File: src/video_config.svh
//--------------------------------------------------------------------
// Video subsystem configuration
// Screen geometry, table sizes and pixel pipeline latency
//--------------------------------------------------------------------
`ifndef VIDEO_CONFIG_SVH
`define VIDEO_CONFIG_SVH

// Raster geometry, in 6 MHz pixels and lines
`define VID_H_TOTAL      384
`define VID_H_VISIBLE    256
`define VID_V_TOTAL      264
`define VID_V_FIRST      16    // First visible line
`define VID_V_LAST       239   // Last visible line

// Tables
`define VID_MAP_COLS     32
`define VID_OBJ_COUNT    16
`define VID_OBJ_PER_LINE 4     // Line buffer draw limit

// Pixel strobes from counter value to registered RGB
`define VID_PIX_LATENCY  2

`endif

File: src/video_pkg.sv
//--------------------------------------------------------------------
// Video package
// Shared widths, object scan states and the character pixel rule
//--------------------------------------------------------------------
`default_nettype none

package video_pkg;

   typedef logic [8:0] h_cnt_t;     // Horizontal pixel count
   typedef logic [8:0] v_cnt_t;     // Line count
   typedef logic [1:0] pix_t;       // 0 is transparent
   typedef logic [3:0] colour_t;    // Colour group
   typedef logic [6:0] pal_index_t; // {obj, colour, pix}
   typedef logic [7:0] rgb_t;       // 3-3-2

   typedef enum logic [1:0] {
      SCAN_IDLE,
      SCAN_COMPARE,
      SCAN_DRAW
   } scan_state_t;

   // Stand-in for the graphics ROMs, shared by tiles and sprites.
   // The field of the code picked by (column xor row) mod 4 is the pixel.
   function automatic pix_t char_pix(input logic [7:0] code,
                                     input logic [1:0] col,
                                     input logic [1:0] row);
      logic [1:0] field;
      field = col ^ row;
      return code[{field, 1'b0} +: 2];
   endfunction

endpackage

`default_nettype wire

File: src/col_pal.sv
//--------------------------------------------------------------------
// Colour stage
// Sprite over tile priority, two bank palette RAM and the
// registered, blanked RGB output
//--------------------------------------------------------------------
`timescale 1ns/1ps
`default_nettype none
`include "video_config.svh"

module col_pal (
   input  wire logic                clk_48m,
   input  wire logic                reset,
   input  wire logic                cen_6m,
   input  wire logic                blank,
   input  wire logic                pal_sel,
   input  wire logic [7:0]          cpu_a,
   input  wire logic [7:0]          cpu_d,
   input  wire logic                pal_wr_n,
   input  wire video_pkg::pix_t     tile_pix,
   input  wire video_pkg::colour_t  tile_colour,
   input  wire video_pkg::pix_t     obj_pix,
   input  wire video_pkg::colour_t  obj_colour,
   output video_pkg::rgb_t          rgb
);

   import video_pkg::*;

   rgb_t       pal_ram [0:255];
   logic       blank_dly [`VID_PIX_LATENCY-1];  // One entry per stage before the RGB register
   pal_index_t pal_index;

   always_ff @(posedge clk_48m) begin
      if (!pal_wr_n)
         pal_ram[cpu_a] <= cpu_d;
   end

   // Any opaque sprite pixel wins, upper half of each bank
   assign pal_index = (obj_pix != 2'd0) ? {1'b1, obj_colour, obj_pix}
                                        : {1'b0, tile_colour, tile_pix};

   always_ff @(posedge clk_48m) begin
      if (reset) begin
         rgb <= '0;
         for (int i = 0; i < `VID_PIX_LATENCY - 1; i++)
            blank_dly[i] <= 1'b1;
      end else if (cen_6m) begin
         blank_dly[0] <= blank;
         for (int i = 1; i < `VID_PIX_LATENCY - 1; i++)
            blank_dly[i] <= blank_dly[i-1];
         if (blank_dly[`VID_PIX_LATENCY-2])
            rgb <= '0;
         else
            rgb <= pal_ram[{pal_sel, pal_index}];   // pal_sel picks the bank
      end
   end

endmodule

`default_nettype wire

File: config.mk
export PLATFORM = sky130hd
export DESIGN_NAME = col_pal
export DESIGN_NICKNAME = d
export VERILOG_FILES = /design/src/video_pkg.sv /design/src/col_pal.sv
export VERILOG_INCLUDE_DIRS = /design/src /design/src/src
export SDC_FILE = /design/constraint.sdc
export NUM_CORES = 2
export LEC_CHECK = 0
export BUFFER_PORTS_ARGS = -buffer_cell sky130_fd_sc_hd__buf_2
export CORE_MARGIN = 3
export CORE_UTILIZATION = 50
export CTS_CLUSTER_SIZE = 16
export DETAILED_ROUTE_END_ITERATION = 6
export GPL_ROUTABILITY_DRIVEN = 0
export PLACE_DENSITY = 0.65
export SETUP_SLACK_MARGIN = 0.3
export SLEW_MARGIN = 20
export SYNTH_ARGS = -nofsm -noshare
export SYNTH_HDL_FRONTEND = slang
export SYNTH_SLANG_ARGS = --single-unit
File: constraint.sdc
create_clock -name clk_48m -period 8.2 [get_ports clk_48m]
set_input_delay 1.64 -clock clk_48m [delete_from_list [all_inputs] [get_ports clk_48m]]
set_output_delay 1.64 -clock clk_48m [all_outputs]
set_load 0.01 [all_outputs]
Yosys cells after proc, flatten, opt, wreduce, memory -nomap -nowiden
Memories as Yosys holds them, arrays and structs flattened.
Index checks and enable logic that the tools add are counted.
W data, S select, Z words.
{"block": "op_classes", "n_mux": 10, "reduce_logical": 2}
{"cell": "$mux W1", "n": 8}
{"cell": "$mux W8", "n": 1}
{"cell": "$mux W7", "n": 1}
{"cell": "$reduce_bool A2 Y1", "n": 1}
{"cell": "$reduce_or A1 Y1", "n": 1}
{"block": "totals", "in_bits": 34, "out_inout_bits": 8, "memories": 2, "elab_cells": 15, "mem_bits_rw": 2049, "register_bits": 8}
{"name": "pal_ram", "depth": 256, "word_bits": 8, "rd": 1, "rd_clocked_by_memory_dff": 0, "write_ports": 1, "line_no": "col_pal.sv:28", "text": "rgb_t pal_ram [0:255];"}
{"name": "blank_dly", "depth": 1, "word_bits": 1, "rd": 1, "rd_clocked_by_memory_dff": 0, "write_ports": 1, "line_no": "col_pal.sv:29", "text": "logic blank_dly [`VID_PIX_LATENCY-1];"}

Logic depth before layout (Yosys ltp)
{"block": "logic_depth", "word_depth": 5, "depth_mapped": 16, "ltp_nobuf": 8}

Least setup slack after synthesis
No wires, ideal clock.
{"block": "synth_path", "path_type": "input to register", "from": "in obj_pix[0]", "to": "reg rgb[1]", "setup_slack_ns": 4.073, "stages": 12, "t_required_ns": 8.078, "setup_time_ns": 0.122, "arrival_ns": 4.005, "path_buffers": 4, "cell_sequence": "nand2b_1 > buf_2 > nand2b_1 > buf_2 > buf_2 > clkbuf_1 > mux4_2 > o22ai_1 > a31oi_1 > nand2_1 > nand4_1 > a221o_1"}
{"block": "synth_via", "elab_chain_len": 4}
{"element": "from (decl)", "line_no": "col_pal.sv:21", "text": "input wire video_pkg::pix_t obj_pix,"}
{"element": "$reduce_bool A2 Y1", "line_no": "col_pal.sv:38", "text": "assign pal_index = (obj_pix != 2'd0) ? {1'b1, obj_colour, obj_pix}"}
{"element": "$mux W7 *", "line_no": "col_pal.sv:38"}
{"element": "$mem_v2 Z256 W8 *"}
{"element": "$mux W8 *", "line_no": "col_pal.sv:50", "text": "if (blank_dly[`VID_PIX_LATENCY-2])"}
{"element": "to (signal assigned)", "line_no": "col_pal.sv:53", "text": "rgb <= pal_ram[{pal_sel, pal_index}];"}
{"element": "to (decl)", "line_no": "col_pal.sv:23", "text": "output video_pkg::rgb_t rgb"}
Every way passes the cells marked *; elsewhere a longest branch is shown, timed or not.
A chain may end at the register's enable or synchronous reset.

Final worst setup path
{"block": "layout_path", "from": "in obj_pix[1]", "to": "reg rgb[6]"}
Same word-level chain as after synthesis.

==> results.md <==
| Result | Reported | Unit |
| --- | --- | --- |
| Worst slew pin tran | 1170 | ps |
| Maximum clock path buffer count | 3 | - |
| Total setup violations reported at the end of the flow | 0 | - |
| Via-per-instance ratio | 6.40 | - |
| Gr usage total | 26.4 | % |
| Clock Sink Count | 2056 | - |
| Maximum capacitance violations | 0 | - |
| Post-synthesis instance area | 81300 | µm² |
| Number of warnings printed during yosys synthesis | 0 | - |
| Share of power burned in registers | 53.6 | % |
| F_max | 169 | MHz |
| Critical Path Sink Type | register | - |
| Max Slew Vio Count | 0 | - |
| Number of unique standard cell types used by synthesis | 66 | - |
| Arrival time of the worst setup path | 6620 | ps |
| Final hold violation count | 0 | - |
| Yosys reg bits | 2056 | - |
| Crit Path Class | in -> reg | - |
| Library cell occupying the most area in the post-synthesis netlist | edfxtp_1 | - |
| Clock share of power | 40.3 | % |
| Height of the die | 409 | µm |
| Static Leak | 0.0300 | µW |
| Placement row count | 147 | - |
| Overall power after layout | 21600 | µW |
| Syn-to-layout area delta | 10.6 | % |
| Headroom to the max-slew limit | 21.1 | % |
| Violation count after the first detailed-routing iteration | 5942 | - |
| CTS root buffer | clkbuf_16 | - |
| Number of setup buffers added after CTS | 0 | - |
| Synth Flop Type | edfxtp_1 | - |
| Number of synthesized flops with an enable pin | 2048 | - |
| Kind of start point of the critical path | input pin | - |
| Worst-path cell chain | buf_2, nor2b_4, or2_4, buf_4, mux4_2, mux2_2, a221oi_1, nor3_1, o2111ai_1, o211ai_1 | - |
| Leading cell types by count after synthesis | edfxtp_1 (2048), nand2_1 (459), nor2_1 (280), mux2i_1 (249), mux4_2 (206) | - |
| Area of the die | 167000 | µm² |
| Maximum net fanout on the critical path | 45 | - |
| Antenna-violating nets left | 0 | - |
| Clock tree from TritonCTS | done | - |
| Post-cts sizing count | 0 | - |
| CTS H-tree lvls | 4 | - |
| Power density normalized to cell area | 241 | nW/µm² |
| HPWL Detailed | 134000 | µm |
| CTS buffer count | 199 | - |
| Worst clock skew | 36.8 | ps |
| Die width | 409 | µm |
| Number of inserted filler cells in the final layout | 12500 | - |
| Minimum period implied by the final worst setup slack | 5930 | ps |
| Path type of the worst min-delay path | reg -> reg | - |
| Synthesized netlist cell count | 4779 | - |
| Fin Setup TNS | 0 | ps |
| Num ports | 42 | - |
| Share of the clock period used by the worst path after layout | 72.3 | % |
| Post-synthesis average cell area | 17.0 | µm² |
| Worst EP required | 8890 | ps |
| Detailed-route wire length per cell | 31.4 | µm |
| Initial antenna violation count | 22 | - |
| Clk slew on worst S/H paths | 60 | ps |
| Fraction of registers with async set/reset | 0 | % |
| Wire length of the first global-routing pass | 320000 | µm |
| Top cells by area in the synthesized netlist | edfxtp_1 (76%), mux4_2 (5.7%), mux2i_1 (3.1%) | - |
| Sum of overflow across all layers after global routing | 0 | - |
| Top-count cell post-synth | edfxtp_1 | - |
| Post-Synthesis Net Count | 4813 | - |
| Share of Yosys cell area claimed by the top area cell type | 75.6 | % |
| Vias in the first global route | 43900 | - |
| Fraction of the yosys area taken by sequential cells | 75.8 | % |
| Clock Latency Late Sink | 830 | ps |
| Switching part of the total power | 22.5 | % |
| Initial core utilization | 50.5 | % |
| Fraction of layout instances using a drive strength above 1 | 13.9 | % |
| Remaining DRCs | 0 | - |
| Total wirelength of the detailed-routed design | 224000 | µm |
| Standard cell with the maximum stage delay on the critical path | or2_4 | - |
| Number of hold buffers added after CTS | 0 | - |
| Internal power component | 16800 | µW |
| Slowest cell delay on critical path | 860 | ps |
| Detailed-routing iteration count for the pre-antenna-repair pass | 6 | - |
| Status | completed | - |
| Vias | 45600 | - |
| Setup repair after global routing missed its margin | false | - |
| Peak VDD IR | 0.233 | mV |
| Total number of nets in the final design | 4825 | - |
| Port Buf Inserts | 41 | - |
| Largest net degree at the start of global routing | 154 | - |
| Net Switching | 4860 | µW |
| Share of total power in combinational logic | 6.1 | % |
| Area inside the core boundary | 161000 | µm² |
-- worst paths after layout --
check / startpoint / to / slack, ps / cells after the start
setup / recovery: obj_pix[1] / rgb[6] / 2270 / 10
hold / removal: rgb[0] / rgb[0] / 640 / 2
setup reg to reg: pal_ram[60][7] / rgb[7] / 5160 / 7
hold reg to reg: rgb[0] / rgb[0] / 640 / 2
-- layout make-up --
class	count	area, µm²	area share, %
sequential	2056	61700	68.6
tap	2160	2700	3.01
inverter	136	510	0.568
clock inverter	115	802	0.892
timing repair buffer	119	1040	1.16
antenna	10	25.0	0.0278
multi-input combinational	2279	17800	19.8
clock buffer	258	5370	5.97
-- through the flow --
stage | utilization [%] | area (µm²) | instances | hold slack [ps] | setup WS (ps)
floorplan | - | 81300 | 4779 | 506 | 4070
global placement | 51.9 | 83700 | 6750 | 606 | 1470
detailed placement | 51.9 | 83700 | 6750 | 617 | 1460
CTS | 55.8 | 89900 | 7123 | 624 | 2380
global route | 55.8 | 89900 | 7125 | 662 | 2170
finish | 55.8 | 89900 | 7133 | 641 | 2270
-- layout by cell type (no fill, tap or decap), types with 8 or more instances in the layout --
cell,instances
edfxtp_1,2048
nand2_1,455
nor2_1,273
mux2i_1,249
mux4_2,206
clkbuf_16,204
o21ai_0,161
inv_1,136
o211a_1,133
a21oi_1,107
o22ai_1,98
nand3_1,85
buf_4,65
clkinv_1,59
a22oi_1,54
clkbuf_1,48
mux2_2,46
a31oi_1,39
clkinv_2,36
nor4_1,34
o41ai_1,33
buf_2,32
a32oi_1,29
a211oi_1,23
nand4_1,20
or2_2,19
a221oi_1,19
o221ai_1,18
and3_1,14
buf_12,14
clkbuf_8,13
diode_2,10
nor2b_1,10
o31a_1,10
nor3_1,10
o211ai_1,10
o41a_1,8
dfxtp_1,8
-- layer usage --
layer,GRT usage (%),up-vias,part of all wire [%]
met4,9.41,8,3.7
met1,36.9,23600,39
li1,-,19000,-
met5,0,-,0.023
met2,40.2,2620,46
met3,7.21,477,11
-- registers in the layout, indices dropped and copies added, names as in the netlist --
register,count
rgb,8
pal_ram,2047
blank_dly,1
-- power groups by stage --
| stage | registers (µW) | clock network [µW] | logic (µW) |
|---|---|---|---|
| final | 11600 | 8720 | 1320 |
| after global routing | 11600 | 9190 | 1380 |
| after CTS | 11600 | 8790 | 1300 |
| after detailed placement | 11800 | 0 | 1300 |
| after global placement | 11800 | 0 | 1290 |
| after floorplan | 11800 | 0 | 701 |
-- kinds of logic (layout without fill, tap and decap cells) --
logic type / after synthesis / count (layout) / share of synthesized area (%)
flops: 2056 / 2056 / 75.8
simple gates: 972 / 972 / 5.14
compound gates: 804 / 804 / 7.11
mux: 503 / 503 / 9.44
buf+inv: 444 / 628 / 2.46
other cells: 0 / 10 / 0
-- critical path, delay by kind of cell --
| kind | cells | cell delay [ps] |
|---|---|---|
| and+or+nand+nor | 3 | 1830 |
| muxes | 2 | 900 |
| AOI/OAI and AO/OA | 3 | 1300 |
| buffers and inverters | 2 | 810 |
(Power assumes the default switching activity.)
