**src/video_config.svh**
```systemverilog
//--------------------------------------------------------------------
// Video subsystem configuration
// Screen geometry, table sizes and pixel pipeline latency
//--------------------------------------------------------------------
`ifndef VIDEO_CONFIG_SVH
`define VIDEO_CONFIG_SVH

// Raster geometry, in 6 MHz pixels and lines
`define VID_H_TOTAL      384
`define VID_H_VISIBLE    256
`define VID_V_TOTAL      264
`define VID_V_FIRST      16    // First visible line
`define VID_V_LAST       239   // Last visible line

// Tables
`define VID_MAP_COLS     32
`define VID_OBJ_COUNT    16
`define VID_OBJ_PER_LINE 4     // Line buffer draw limit

// Pixel strobes from counter value to registered RGB
`define VID_PIX_LATENCY  2

`endif

```
**src/video_pkg.sv**
```systemverilog
//--------------------------------------------------------------------
// Video package
// Shared widths, object scan states and the character pixel rule
//--------------------------------------------------------------------
`default_nettype none

package video_pkg;

   typedef logic [8:0] h_cnt_t;     // Horizontal pixel count
   typedef logic [8:0] v_cnt_t;     // Line count
   typedef logic [1:0] pix_t;       // 0 is transparent
   typedef logic [3:0] colour_t;    // Colour group
   typedef logic [6:0] pal_index_t; // {obj, colour, pix}
   typedef logic [7:0] rgb_t;       // 3-3-2

   typedef enum logic [1:0] {
      SCAN_IDLE,
      SCAN_COMPARE,
      SCAN_DRAW
   } scan_state_t;

   // Stand-in for the graphics ROMs, shared by tiles and sprites.
   // The field of the code picked by (column xor row) mod 4 is the pixel.
   function automatic pix_t char_pix(input logic [7:0] code,
                                     input logic [1:0] col,
                                     input logic [1:0] row);
      logic [1:0] field;
      field = col ^ row;
      return code[{field, 1'b0} +: 2];
   endfunction

endpackage

`default_nettype wire

```
**src/video_timing.sv**
```systemverilog
//--------------------------------------------------------------------
// Video timing generator
// Pixel and line counters stepped on the 6 MHz strobe, with blank,
// hblank start and VRAM busy decoded from the counts
//--------------------------------------------------------------------
`timescale 1ns/1ps
`default_nettype none
`include "video_config.svh"

module video_timing (
   input  wire logic          clk_48m,
   input  wire logic          reset,
   input  wire logic          cen_6m,
   output video_pkg::h_cnt_t  h_cnt,
   output video_pkg::v_cnt_t  v_cnt,
   output logic               blank,
   output logic               hblank_start,
   output logic               vram_busy_n
);

   logic vis_line;

   always_ff @(posedge clk_48m) begin
      if (reset) begin
         h_cnt <= '0;
         v_cnt <= '0;
      end else if (cen_6m) begin
         if (h_cnt == 9'(`VID_H_TOTAL - 1)) begin
            h_cnt <= '0;
            if (v_cnt == 9'(`VID_V_TOTAL - 1))
               v_cnt <= '0;
            else
               v_cnt <= v_cnt + 1'b1;
         end else begin
            h_cnt <= h_cnt + 1'b1;
         end
      end
   end

   assign vis_line     = (v_cnt >= 9'(`VID_V_FIRST)) && (v_cnt <= 9'(`VID_V_LAST));
   assign blank        = !(vis_line && (h_cnt < 9'(`VID_H_VISIBLE)));
   assign hblank_start = (h_cnt == 9'(`VID_H_VISIBLE)); // Held for one strobe period
   assign vram_busy_n  = !vis_line;                     // Whole line, hblank included

endmodule

`default_nettype wire

```
**config.mk**
```make
export PLATFORM = sky130hd
export DESIGN_NAME = video_timing
export DESIGN_NICKNAME = d
export VERILOG_FILES = /design/src/video_pkg.sv /design/src/video_timing.sv
export VERILOG_INCLUDE_DIRS = /design/src /design/src/src
export SDC_FILE = /design/constraint.sdc
export NUM_CORES = 1
export LEC_CHECK = 0
export ABC_AREA = 0
export BUFFER_PORTS_ARGS = -buffer_cell sky130_fd_sc_hd__buf_2
export CAP_MARGIN = 20
export CELL_PAD_IN_SITES_DETAIL_PLACEMENT = 0
export CELL_PAD_IN_SITES_GLOBAL_PLACEMENT = 1
export CORE_MARGIN = 1
export CORE_UTILIZATION = 35
export CTS_CLUSTER_DIAMETER = 30
export DETAILED_ROUTE_END_ITERATION = 8
export GPL_TIMING_DRIVEN = 0
export PLACE_DENSITY_LB_ADDON = 0.1
export SLEW_MARGIN = 0
export SYNTH_ARGS = -nofsm -noshare
export SYNTH_HDL_FRONTEND = slang
export SYNTH_SLANG_ARGS = --single-unit
```
**constraint.sdc**
```tcl
create_clock -name clk_48m -period 2.3 [get_ports clk_48m]
set_input_delay 0.115 -clock clk_48m [delete_from_list [all_inputs] [get_ports clk_48m]]
set_output_delay 0.115 -clock clk_48m [all_outputs]
set_load 0.05 [all_outputs]
```
## Word-level counts from Yosys, hierarchy flattened

Cells that the tools add are included.

- Multiplexer cells: 2
- Equal/unequal tests: 3
- Add/sub/neg operators: 2
- Reductions and logical operators: 5
- $lt $le $gt $ge: 3

Operator list:

| cell | number |
|---|---|
| $eq A9 B9 Y1 const B | 3 |
| $add A9 B1 Y9 const B | 2 |
| $mux W9 | 2 |
| $ge A9 B5 Y1 const B | 1 |
| $le A9 B8 Y1 const B | 1 |
| $lt A9 B9 Y1 const B | 1 |
| $logic_and A1 B1 Y1 | 2 |
| $logic_not A1 Y1 | 2 |
| $reduce_and A2 Y1 | 1 |

- Output and inout bits: 21
- Input port bits: 3
- Flip-flop bits (word level): 18
- Word-level logic and storage cells: 17

## Longest topological paths before layout

Gate-level depths: netlist (run 1).

- Word-level depth: 4
- Mapped depth: 6

## Least setup slack after synthesis (run 1)

Ideal clock, no wire load.

- Path type: register to output
- From: reg h_cnt[3]
- To: out hblank_start
- Cell stages (with the launch flop): 3
- Slack: -420 ps
- Required time: 2185 ps
- Arrival time: 2605 ps
- Buffers on the path: 0
- Path through: dfxtp_1 > or4_1 > nor4_1

- Word-level cells in the longest chain between the ends: 1

Ends and longest elaborated chain:

| element | RTL line | text |
|---|---|---|
| from (decl) | video_timing.sv:14 | `output video_pkg::h_cnt_t h_cnt,` |
| from (signal assigned) | video_timing.sv:35 | `h_cnt <= h_cnt + 1'b1;` |
| $eq A9 B9 Y1 | video_timing.sv:42 | `` assign hblank_start = (h_cnt == 9'(`VID_H_VISIBLE)); `` |
| to (decl) | video_timing.sv:17 | `output logic hblank_start,` |

Every way passes these cells.

## Worst setup path after layout (run 1)

- From: reg v_cnt[1]
- To: out blank

- Word-level cells in the longest chain between the ends: 4
- Elaborated cells between the ends (all ways): 5
- Classes of those cells: order compare: 2; reduce/logical: 3

Ends and longest elaborated chain:

| element | RTL line | text |
|---|---|---|
| from (decl) | video_timing.sv:15 | `output video_pkg::v_cnt_t v_cnt,` |
| from (signal assigned) | video_timing.sv:33 | `v_cnt <= v_cnt + 1'b1;` |
| $ge A9 B5 Y1 or $le A9 B8 Y1 (tied branches) | video_timing.sv:40 | `` assign vis_line = (v_cnt >= 9'(`VID_V_FIRST)) && (v_cnt <= 9'(`VID_V_LAST)); `` |
| $logic_and A1 B1 Y1 (*) | video_timing.sv:40 |  |
| $logic_and A1 B1 Y1 (*) | video_timing.sv:41 | `` assign blank = !(vis_line && (h_cnt < 9'(`VID_H_VISIBLE))); `` |
| $logic_not A1 Y1 (*) | video_timing.sv:41 |  |
| to (decl) | video_timing.sv:16 | `output logic blank,` |

Every way passes the cells marked *; elsewhere a longest branch is shown, timed or not.

==> summary.txt, run 1 <==
Worst hold path
  – Worst hold path depth: 3
  – Min-delay src: reset
  – Hold EP: v_cnt[0]
  – HP Class: input port to flip-flop

Finish
  – Fillcell total: around 270
  – Area growth, synth to finish: 20.5%
  – # diodes: 0
  – Final nets: around 150
  – Final Cell Area: 1150 um2
  – Final core occ: between 40% and 50%
  – Layout cell share with drive strength beyond 1: between 20% and 30%

Setup path
  – CP startpoint kind: flip-flop
  – Critical path's largest stage delay: approximately 430 ps
  – Worst R2R End: v_cnt[6]
  – Crit path required time: around 2200 ps
  – CP Buf/Inv Count: 1
  – Critical path cell sequence: ha_1 -> o21ai_0 -> a311o_1 -> or2_2 -> buf_2
  – Reg2Reg Depth: 6
  – CP top delay family: compound AO/OA/AOI/OAI gates
  – Crit-path max FO: 6
  – Slowest CP cell: dfxtp_1
  – R2r setup slk: ~320 ps
  – Setup crit end kind: output pin
  – CP Data Arrival Time: about 1900 ps
  – Kind of critical path: flip-flop to output pin
  – R2r startpoint: h_cnt[0]

STA
  – Clk_skew: 6.86 ps
  – Hold Fails Final Rpt: 0
  – Slew headroom: just under 60%
  – Slew Viols, Final: 0
  – Setup TNS: 0 ps
  – Fmax: approximately 490 MHz
  – Final setup fails: 0
  – Fin Hold WS: between 150 and 200 ps
  – Worst-Margin Slew: around 630 ps
  – Setup repair after global routing missed its margin: no
  – Tmin final: 2030 ps
  – Post-route clock period utilization: between 80% and 90%

Placement
  – GP Congestion: about 0.8
  – IO Port Bufs: 23
  – Detail Placement HPWL: approximately 1600 um
  – Placed Area: approximately 1100 um2

Global routing
  – Initial antenna violation count: 0
  – Pin count of the biggest net entering global routing: 11
  – First-pass GRT wire length: around 3500 um
  – Vias in the first global route: between 700 and 800
  – GRT Overall Usage: between 15 and 20%
  – GRT overflow: 0

Power
  – PD cells: slightly below 500 nW/um2
  – Maximum VDD drop: roughly 0.33 mV
  – Comb pwr share: about 7.5%
  – Sw Ratio: between 20% and 30%
  – Leak pwr: ~0.00046 uW
  – Reg power frac: between 50% and 60%
  – Total power: 568 uW
  – Clock power share: between 30% and 40%
  – Cell-internal power: 424 uW
  – Sw power: between 100 and 150 uW

Clock tree
  – Clock buffer depth: 2
  – Clk slew on worst S/H paths: 120 ps
  – H-tree Lvls: 1
  – # Post-CTS Setup Buffers: 0
  – CTS hold repair buffers: 0
  – Post-CTS resize count: 0
  – Clk root buf: clkbuf_4
  – CTS tree: done
  – TritonCTS buffer count: 3
  – Clk sinks: 18
  – Clock latency on the worst-skew pair: 300 ps

Logic synthesis
  – Share of the synthesized area in the top cell type: 37.8%
  – Distinct cells, synth: 30
  – Synth Area in Simple Gates: ~32%
  – Largest family of logic cells by synthesized area: simple AND/OR/NAND/NOR gates
  – Mean Syn Cell Area: between 8 and 9 um2
  – EDFF count, synth: 0
  – Seq/Total Area, Yosys: between 30% and 40%
  – Cell Area, Synth: 952 um2
  – Top_reg_cell synth: dfxtp_1
  – Top cell type by total area after synthesis: dfxtp_1
  – #FFs+latches synth: 18
  – Synth area leaders: dfxtp_1, ha_1, nor2_1, xnor2_1, nor3_1
  – Mux cell area share after synthesis: between 1 and 1.5%
  – Commonest cells in the netlist: dfxtp_1, nor2_1, inv_1, nor3_1, nand2_1
  – Synth Area in Adders: roughly 5.3%
  – Synthesis Warnings: 0
  – Xor-xnor portion of the synthesized cell area: slightly above 8%
  – Gate Count Post-Synth: between 100 and 150
  – FFs w/ async S/R, synth: 0%
  – Count leader, synth: dfxtp_1
  – Syn_nets: between 100 and 150
  – Post-synthesis compound-gate area fraction: around 11%

Die
  – Floorplan core area: ~2500 um2
  – Die boundary width: between 50 and 60 um
  – Die height: about 54 um
  – Die area: roughly 2900 um2
  – # IOs: 24
  – Row cnt: 18
  – Initial Util: 37.7%

Routing
  – Routed len/inst: 13.0 um
  – Total number of vias: slightly above 900
  – Total Wirelength: roughly 2200 um
  – Post-route ant nets: 0
  – DRC: 0
  – DRT iter0 DRCs: 47
  – Via density: approximately 5.4
  – Drt pass-1 iters: 4

Status
  – Outcome: complete, no violations

Job
  – Max-Cap Viols: 0
-- through the flow --
stage / cells / worst slack (ps)
2_1_floorplan: 114 / 102
6_report: 171 / 272
3_3_place_gp: 167 / 343
5_1_grt: 171 / 135
4_1_cts: 171 / 268
3_5_place_dp: 167 / 349
-- placed cells by master, fill, tap and decap left out --
| cell | synthesis | layout |
|---|---|---|
| buf_2 | 0 | 23 |
| dfxtp_1 | 18 | 18 |
| nor2_1 | 12 | 12 |
| inv_1 | 8 | 8 |
| nor3_1 | 8 | 8 |
| nand2_1 | 6 | 6 |
| o21ai_0 | 5 | 5 |
| xnor2_1 | 5 | 5 |
| a21oi_1 | 5 | 5 |
| nand4_1 | 4 | 4 |
| or4_1 | 4 | 4 |
| nand3_1 | 4 | 4 |
| xor2_1 | 4 | 4 |
| ha_1 | 4 | 4 |
| nor4_1 | 4 | 3 |
| clkbuf_1 | 3 | 3 |
| nor2b_1 | 3 | 3 |
| clkbuf_4 | 0 | 3 |
| nand2b_1 | 2 | 2 |
| a32o_1 | 2 | 2 |
| o31ai_1 | 2 | 2 |
| and2_1 | 1 | 1 |
| a311o_1 | 1 | 1 |
| or2_2 | 1 | 1 |
| nor4_2 | 0 | 1 |
| nand3_2 | 1 | 1 |
| nand4_2 | 1 | 1 |
| nand3b_1 | 1 | 1 |
| a31o_2 | 1 | 1 |
| or3_4 | 1 | 1 |
| and4_1 | 1 | 1 |
| and3_1 | 1 | 1 |
| mux2i_1 | 1 | 1 |
| clkbuf_8 | 0 | 1 |
-- power groups by stage --
stage                     clock [uW]  sequential (uW)  combinational, uW
after floorplan                    0              340               17.3
after global placement             0              328               42.4
after CTS                        211              321               43.4
after detailed placement           0              328               43.2
final                            205              321               42.8
after global routing             225              321               46.6
-- area by class of cell --
class	instances	area (um2)	share of cell area [%]
buffer	3	11.3	0.981
clock buffer	4	36.3	3.16
inverter	8	30.0	2.62
multi-input combinational	85	557	48.5
sequential	18	360	31.4
tap	30	37.5	3.27
timing repair buffer	23	115	10.0
-- logic make-up (layout without fill, tap and decap cells) --
family                   Yosys count  after routing
AND/OR/NAND/NOR                   55             55
flip-flops                        18             18
AO/OA/AOI/OAI                     16             16
buffers and inverters             11             38
XOR/XNOR                           9              9
adder cells (fa/ha/maj)            4              4
multiplexers                       1              1
-- how the worst max path moves through the flow --
stage	start	endpoint	cells past startpoint
CTS	v_cnt[1]	blank	5
detailed placement	h_cnt[0]	v_cnt[6]	6
global placement	h_cnt[0]	v_cnt[6]	6
floorplan	v_cnt[1]	blank	4
global route	v_cnt[1]	blank	5
finish	v_cnt[1]	blank	5
-- per-layer routing --
| metal | vias to the layer above | GRT usage [%] | share of wire (%) |
|---|---|---|---|
| li1 | 462 | - | - |
| met1 | 432 | 21.8 | 50 |
| met2 | 29 | 28.0 | 44 |
| met3 | 2 | 5.08 | 4.9 |
| met4 | 0 | 2.56 | 0.45 |
| met5 | - | 0 | 0 |
-- flip-flops by register name, summed over array words and instances (netlist names) --
register  flops
h_cnt         9
v_cnt         9
-- worst min-delay path, stage by stage --
cell     delay (ps)
buf_2           130
or4_1           120
o31ai_1          50
No activity file was read; power rests on OpenSTA's default activity.
==> inputs of run 2 (changes only) <==
--- a/config.mk
+++ b/config.mk
@@ -11,7 +11,7 @@
 export CAP_MARGIN = 20
 export CELL_PAD_IN_SITES_DETAIL_PLACEMENT = 0
 export CELL_PAD_IN_SITES_GLOBAL_PLACEMENT = 1
-export CORE_MARGIN = 1
+export CORE_MARGIN = 2
 export CORE_UTILIZATION = 35
 export CTS_CLUSTER_DIAMETER = 30
 export DETAILED_ROUTE_END_ITERATION = 8
==> summary.txt, run 2 (synthesis results as in run 1) <==
Status
  – Outcome: complete, no violations

Clock tree
  – Post-CTS resize count: 0
  – CTS tree: done
  – TritonCTS buffer count: 3
  – CTS hold repair buffers: 0
  – Clock latency on the worst-skew pair: approximately 300 ps
  – Clk sinks: 18
  – H-tree Lvls: 1
  – Clk root buf: clkbuf_4
  – Clk slew on worst S/H paths: approximately 110 ps
  – Clock buffer depth: 2
  – # Post-CTS Setup Buffers: 0

STA
  – Slew headroom: about three fifths
  – Worst-Margin Slew: about 620 ps
  – Slew Viols, Final: 0
  – Hold Fails Final Rpt: 0
  – Fin Hold WS: between 150 and 200 ps
  – Setup TNS: 0 ps
  – Fin worst setup slack: ~290 ps
  – Setup repair after global routing missed its margin: no
  – Fmax: just under 500 MHz
  – Final setup fails: 0
  – Clk_skew: between 4 and 5 ps
  – Post-route clock period utilization: between 80% and 90%
  – Tmin final: about 2000 ps

Setup path
  – Crit-path max FO: 6
  – R2r setup slk: 330 ps
  – CP startpoint kind: flip-flop
  – Worst R2R End: v_cnt[6]
  – CP Buf/Inv Count: 1
  – Critical path's largest stage delay: 430 ps
  – Slowest CP cell: dfxtp_1
  – CP Data Arrival Time: around 1900 ps
  – R2r startpoint: h_cnt[0]
  – CP top delay family: compound AO/OA/AOI/OAI gates
  – Critical path cell sequence: ha_1 -> o21ai_0 -> a311o_1 -> or2_2 -> buf_2
  – Setup crit end kind: output pin
  – Kind of critical path: flip-flop to output pin
  – Reg2Reg Depth: 6
  – Crit path required time: about 2200 ps

Die
  – Floorplan core area: around 2500 um2
  – Die height: about 56 um
  – Row cnt: 18
  – Die boundary width: 56.2 um
  – Initial Util: between 30% and 40%
  – Die area: ~3200 um2
  – # IOs: 24

Finish
  – Layout cell share with drive strength beyond 1: about a quarter
  – Final Non-Filler Cells: roughly 170
  – # diodes: 0
  – Commonest non-fill, non-tap cell in the layout: buf_2
  – Final nets: about 150
  – Biggest regs: h_cnt (9), v_cnt (9)
  – Area growth, synth to finish: 20.5%
  – Most frequent cells in the layout: buf_2, dfxtp_1, nor2_1

Routing
  – Via density: around 5.3
  – Drt pass-1 iters: 4
  – Post-route ant nets: 0
  – Total Wirelength: approximately 2200 um
  – DRC: 0
  – Routed len/inst: 13.0 um
  – Total number of vias: roughly 900
  – DRT iter0 DRCs: 10

Global routing
  – Initial antenna violation count: 0
  – First-pass GRT wire length: 3630 um
  – Vias in the first global route: 791
  – Pin count of the biggest net entering global routing: 11
  – GRT overflow: 0
  – GRT Overall Usage: around 14%

Power
  – Leak pwr: roughly 0.00046 uW
  – Maximum VDD drop: around 0.34 mV
  – Total power: approximately 570 uW
  – PD cells: between 400 and 500 nW/um2

Worst hold path
  – Hold EP: h_cnt[1]
  – HP Class: input port to flip-flop
  – Min-delay src: cen_6m
  – Worst hold path depth: 3

Placement
  – Detail Placement HPWL: about 1700 um
  – GP Congestion: around 0.72
  – Placed Cells: 167
  – IO Port Bufs: 23
  – Place WS: 336 ps

Job
  – Max-Cap Viols: 0
-- run 2: how the worst max path moves through the flow --
stage / end / slack [ps] / cells after the start / start
global placement: v_cnt[6] / 350 / 6 / h_cnt[0]
detailed placement: v_cnt[6] / 340 / 6 / h_cnt[0]
finish: blank / 290 / 5 / v_cnt[0]
floorplan: blank / 100 / 4 / v_cnt[1]
global route: v_cnt[6] / 130 / 6 / h_cnt[0]
CTS: blank / 270 / 5 / v_cnt[1]
-- run 2: per-layer routing --
metal	routed length, um	part of all wire [%]	vias up	track usage, %
li1	-	-	463	-
met1	1060	47	417	18.4
met2	1020	46	20	24.2
met3	128	5.8	2	4.88
met4	15	0.68	0	2.04
met5	0	0	-	0
-- run 2: metrics by stage --
stage | utilization (%) | cell area (um2)
after floorplan | - | 958
after global placement | 44.0 | 1110
after detailed placement | 44.0 | 1110
after CTS | 45.5 | 1150
after global routing | 45.5 | 1150
final | 45.5 | 1150
-- run 2: cell type report --
class | count | area (um2)
plain buffers | 3 | 11.3
clock buffers | 4 | 36.3
fillers | 286 | 1380
inverters | 8 | 30.0
multi-input cells | 85 | 557
flip-flops and latches | 18 | 360
well taps | 30 | 37.5
repair buffers | 23 | 115
-- run 2: worst reg2reg max path: stages (launching register included) --
cell and delay [ps]:
dfxtp_1 430, ha_1 230, nand3_2 140, nor3_1 240
clkbuf_1 430, o21ai_0 170, a32o_1 230
-- run 2: where the power goes --
part / total [uW] / switching, uW / internal (uW) / leakage, uW
registers: 321 / 5.16 / 315 / 0.000145
logic: 42.0 / 30.0 / 12.0 / 0.000297
clock network: 203 / 107 / 96.6 / 0.0000210
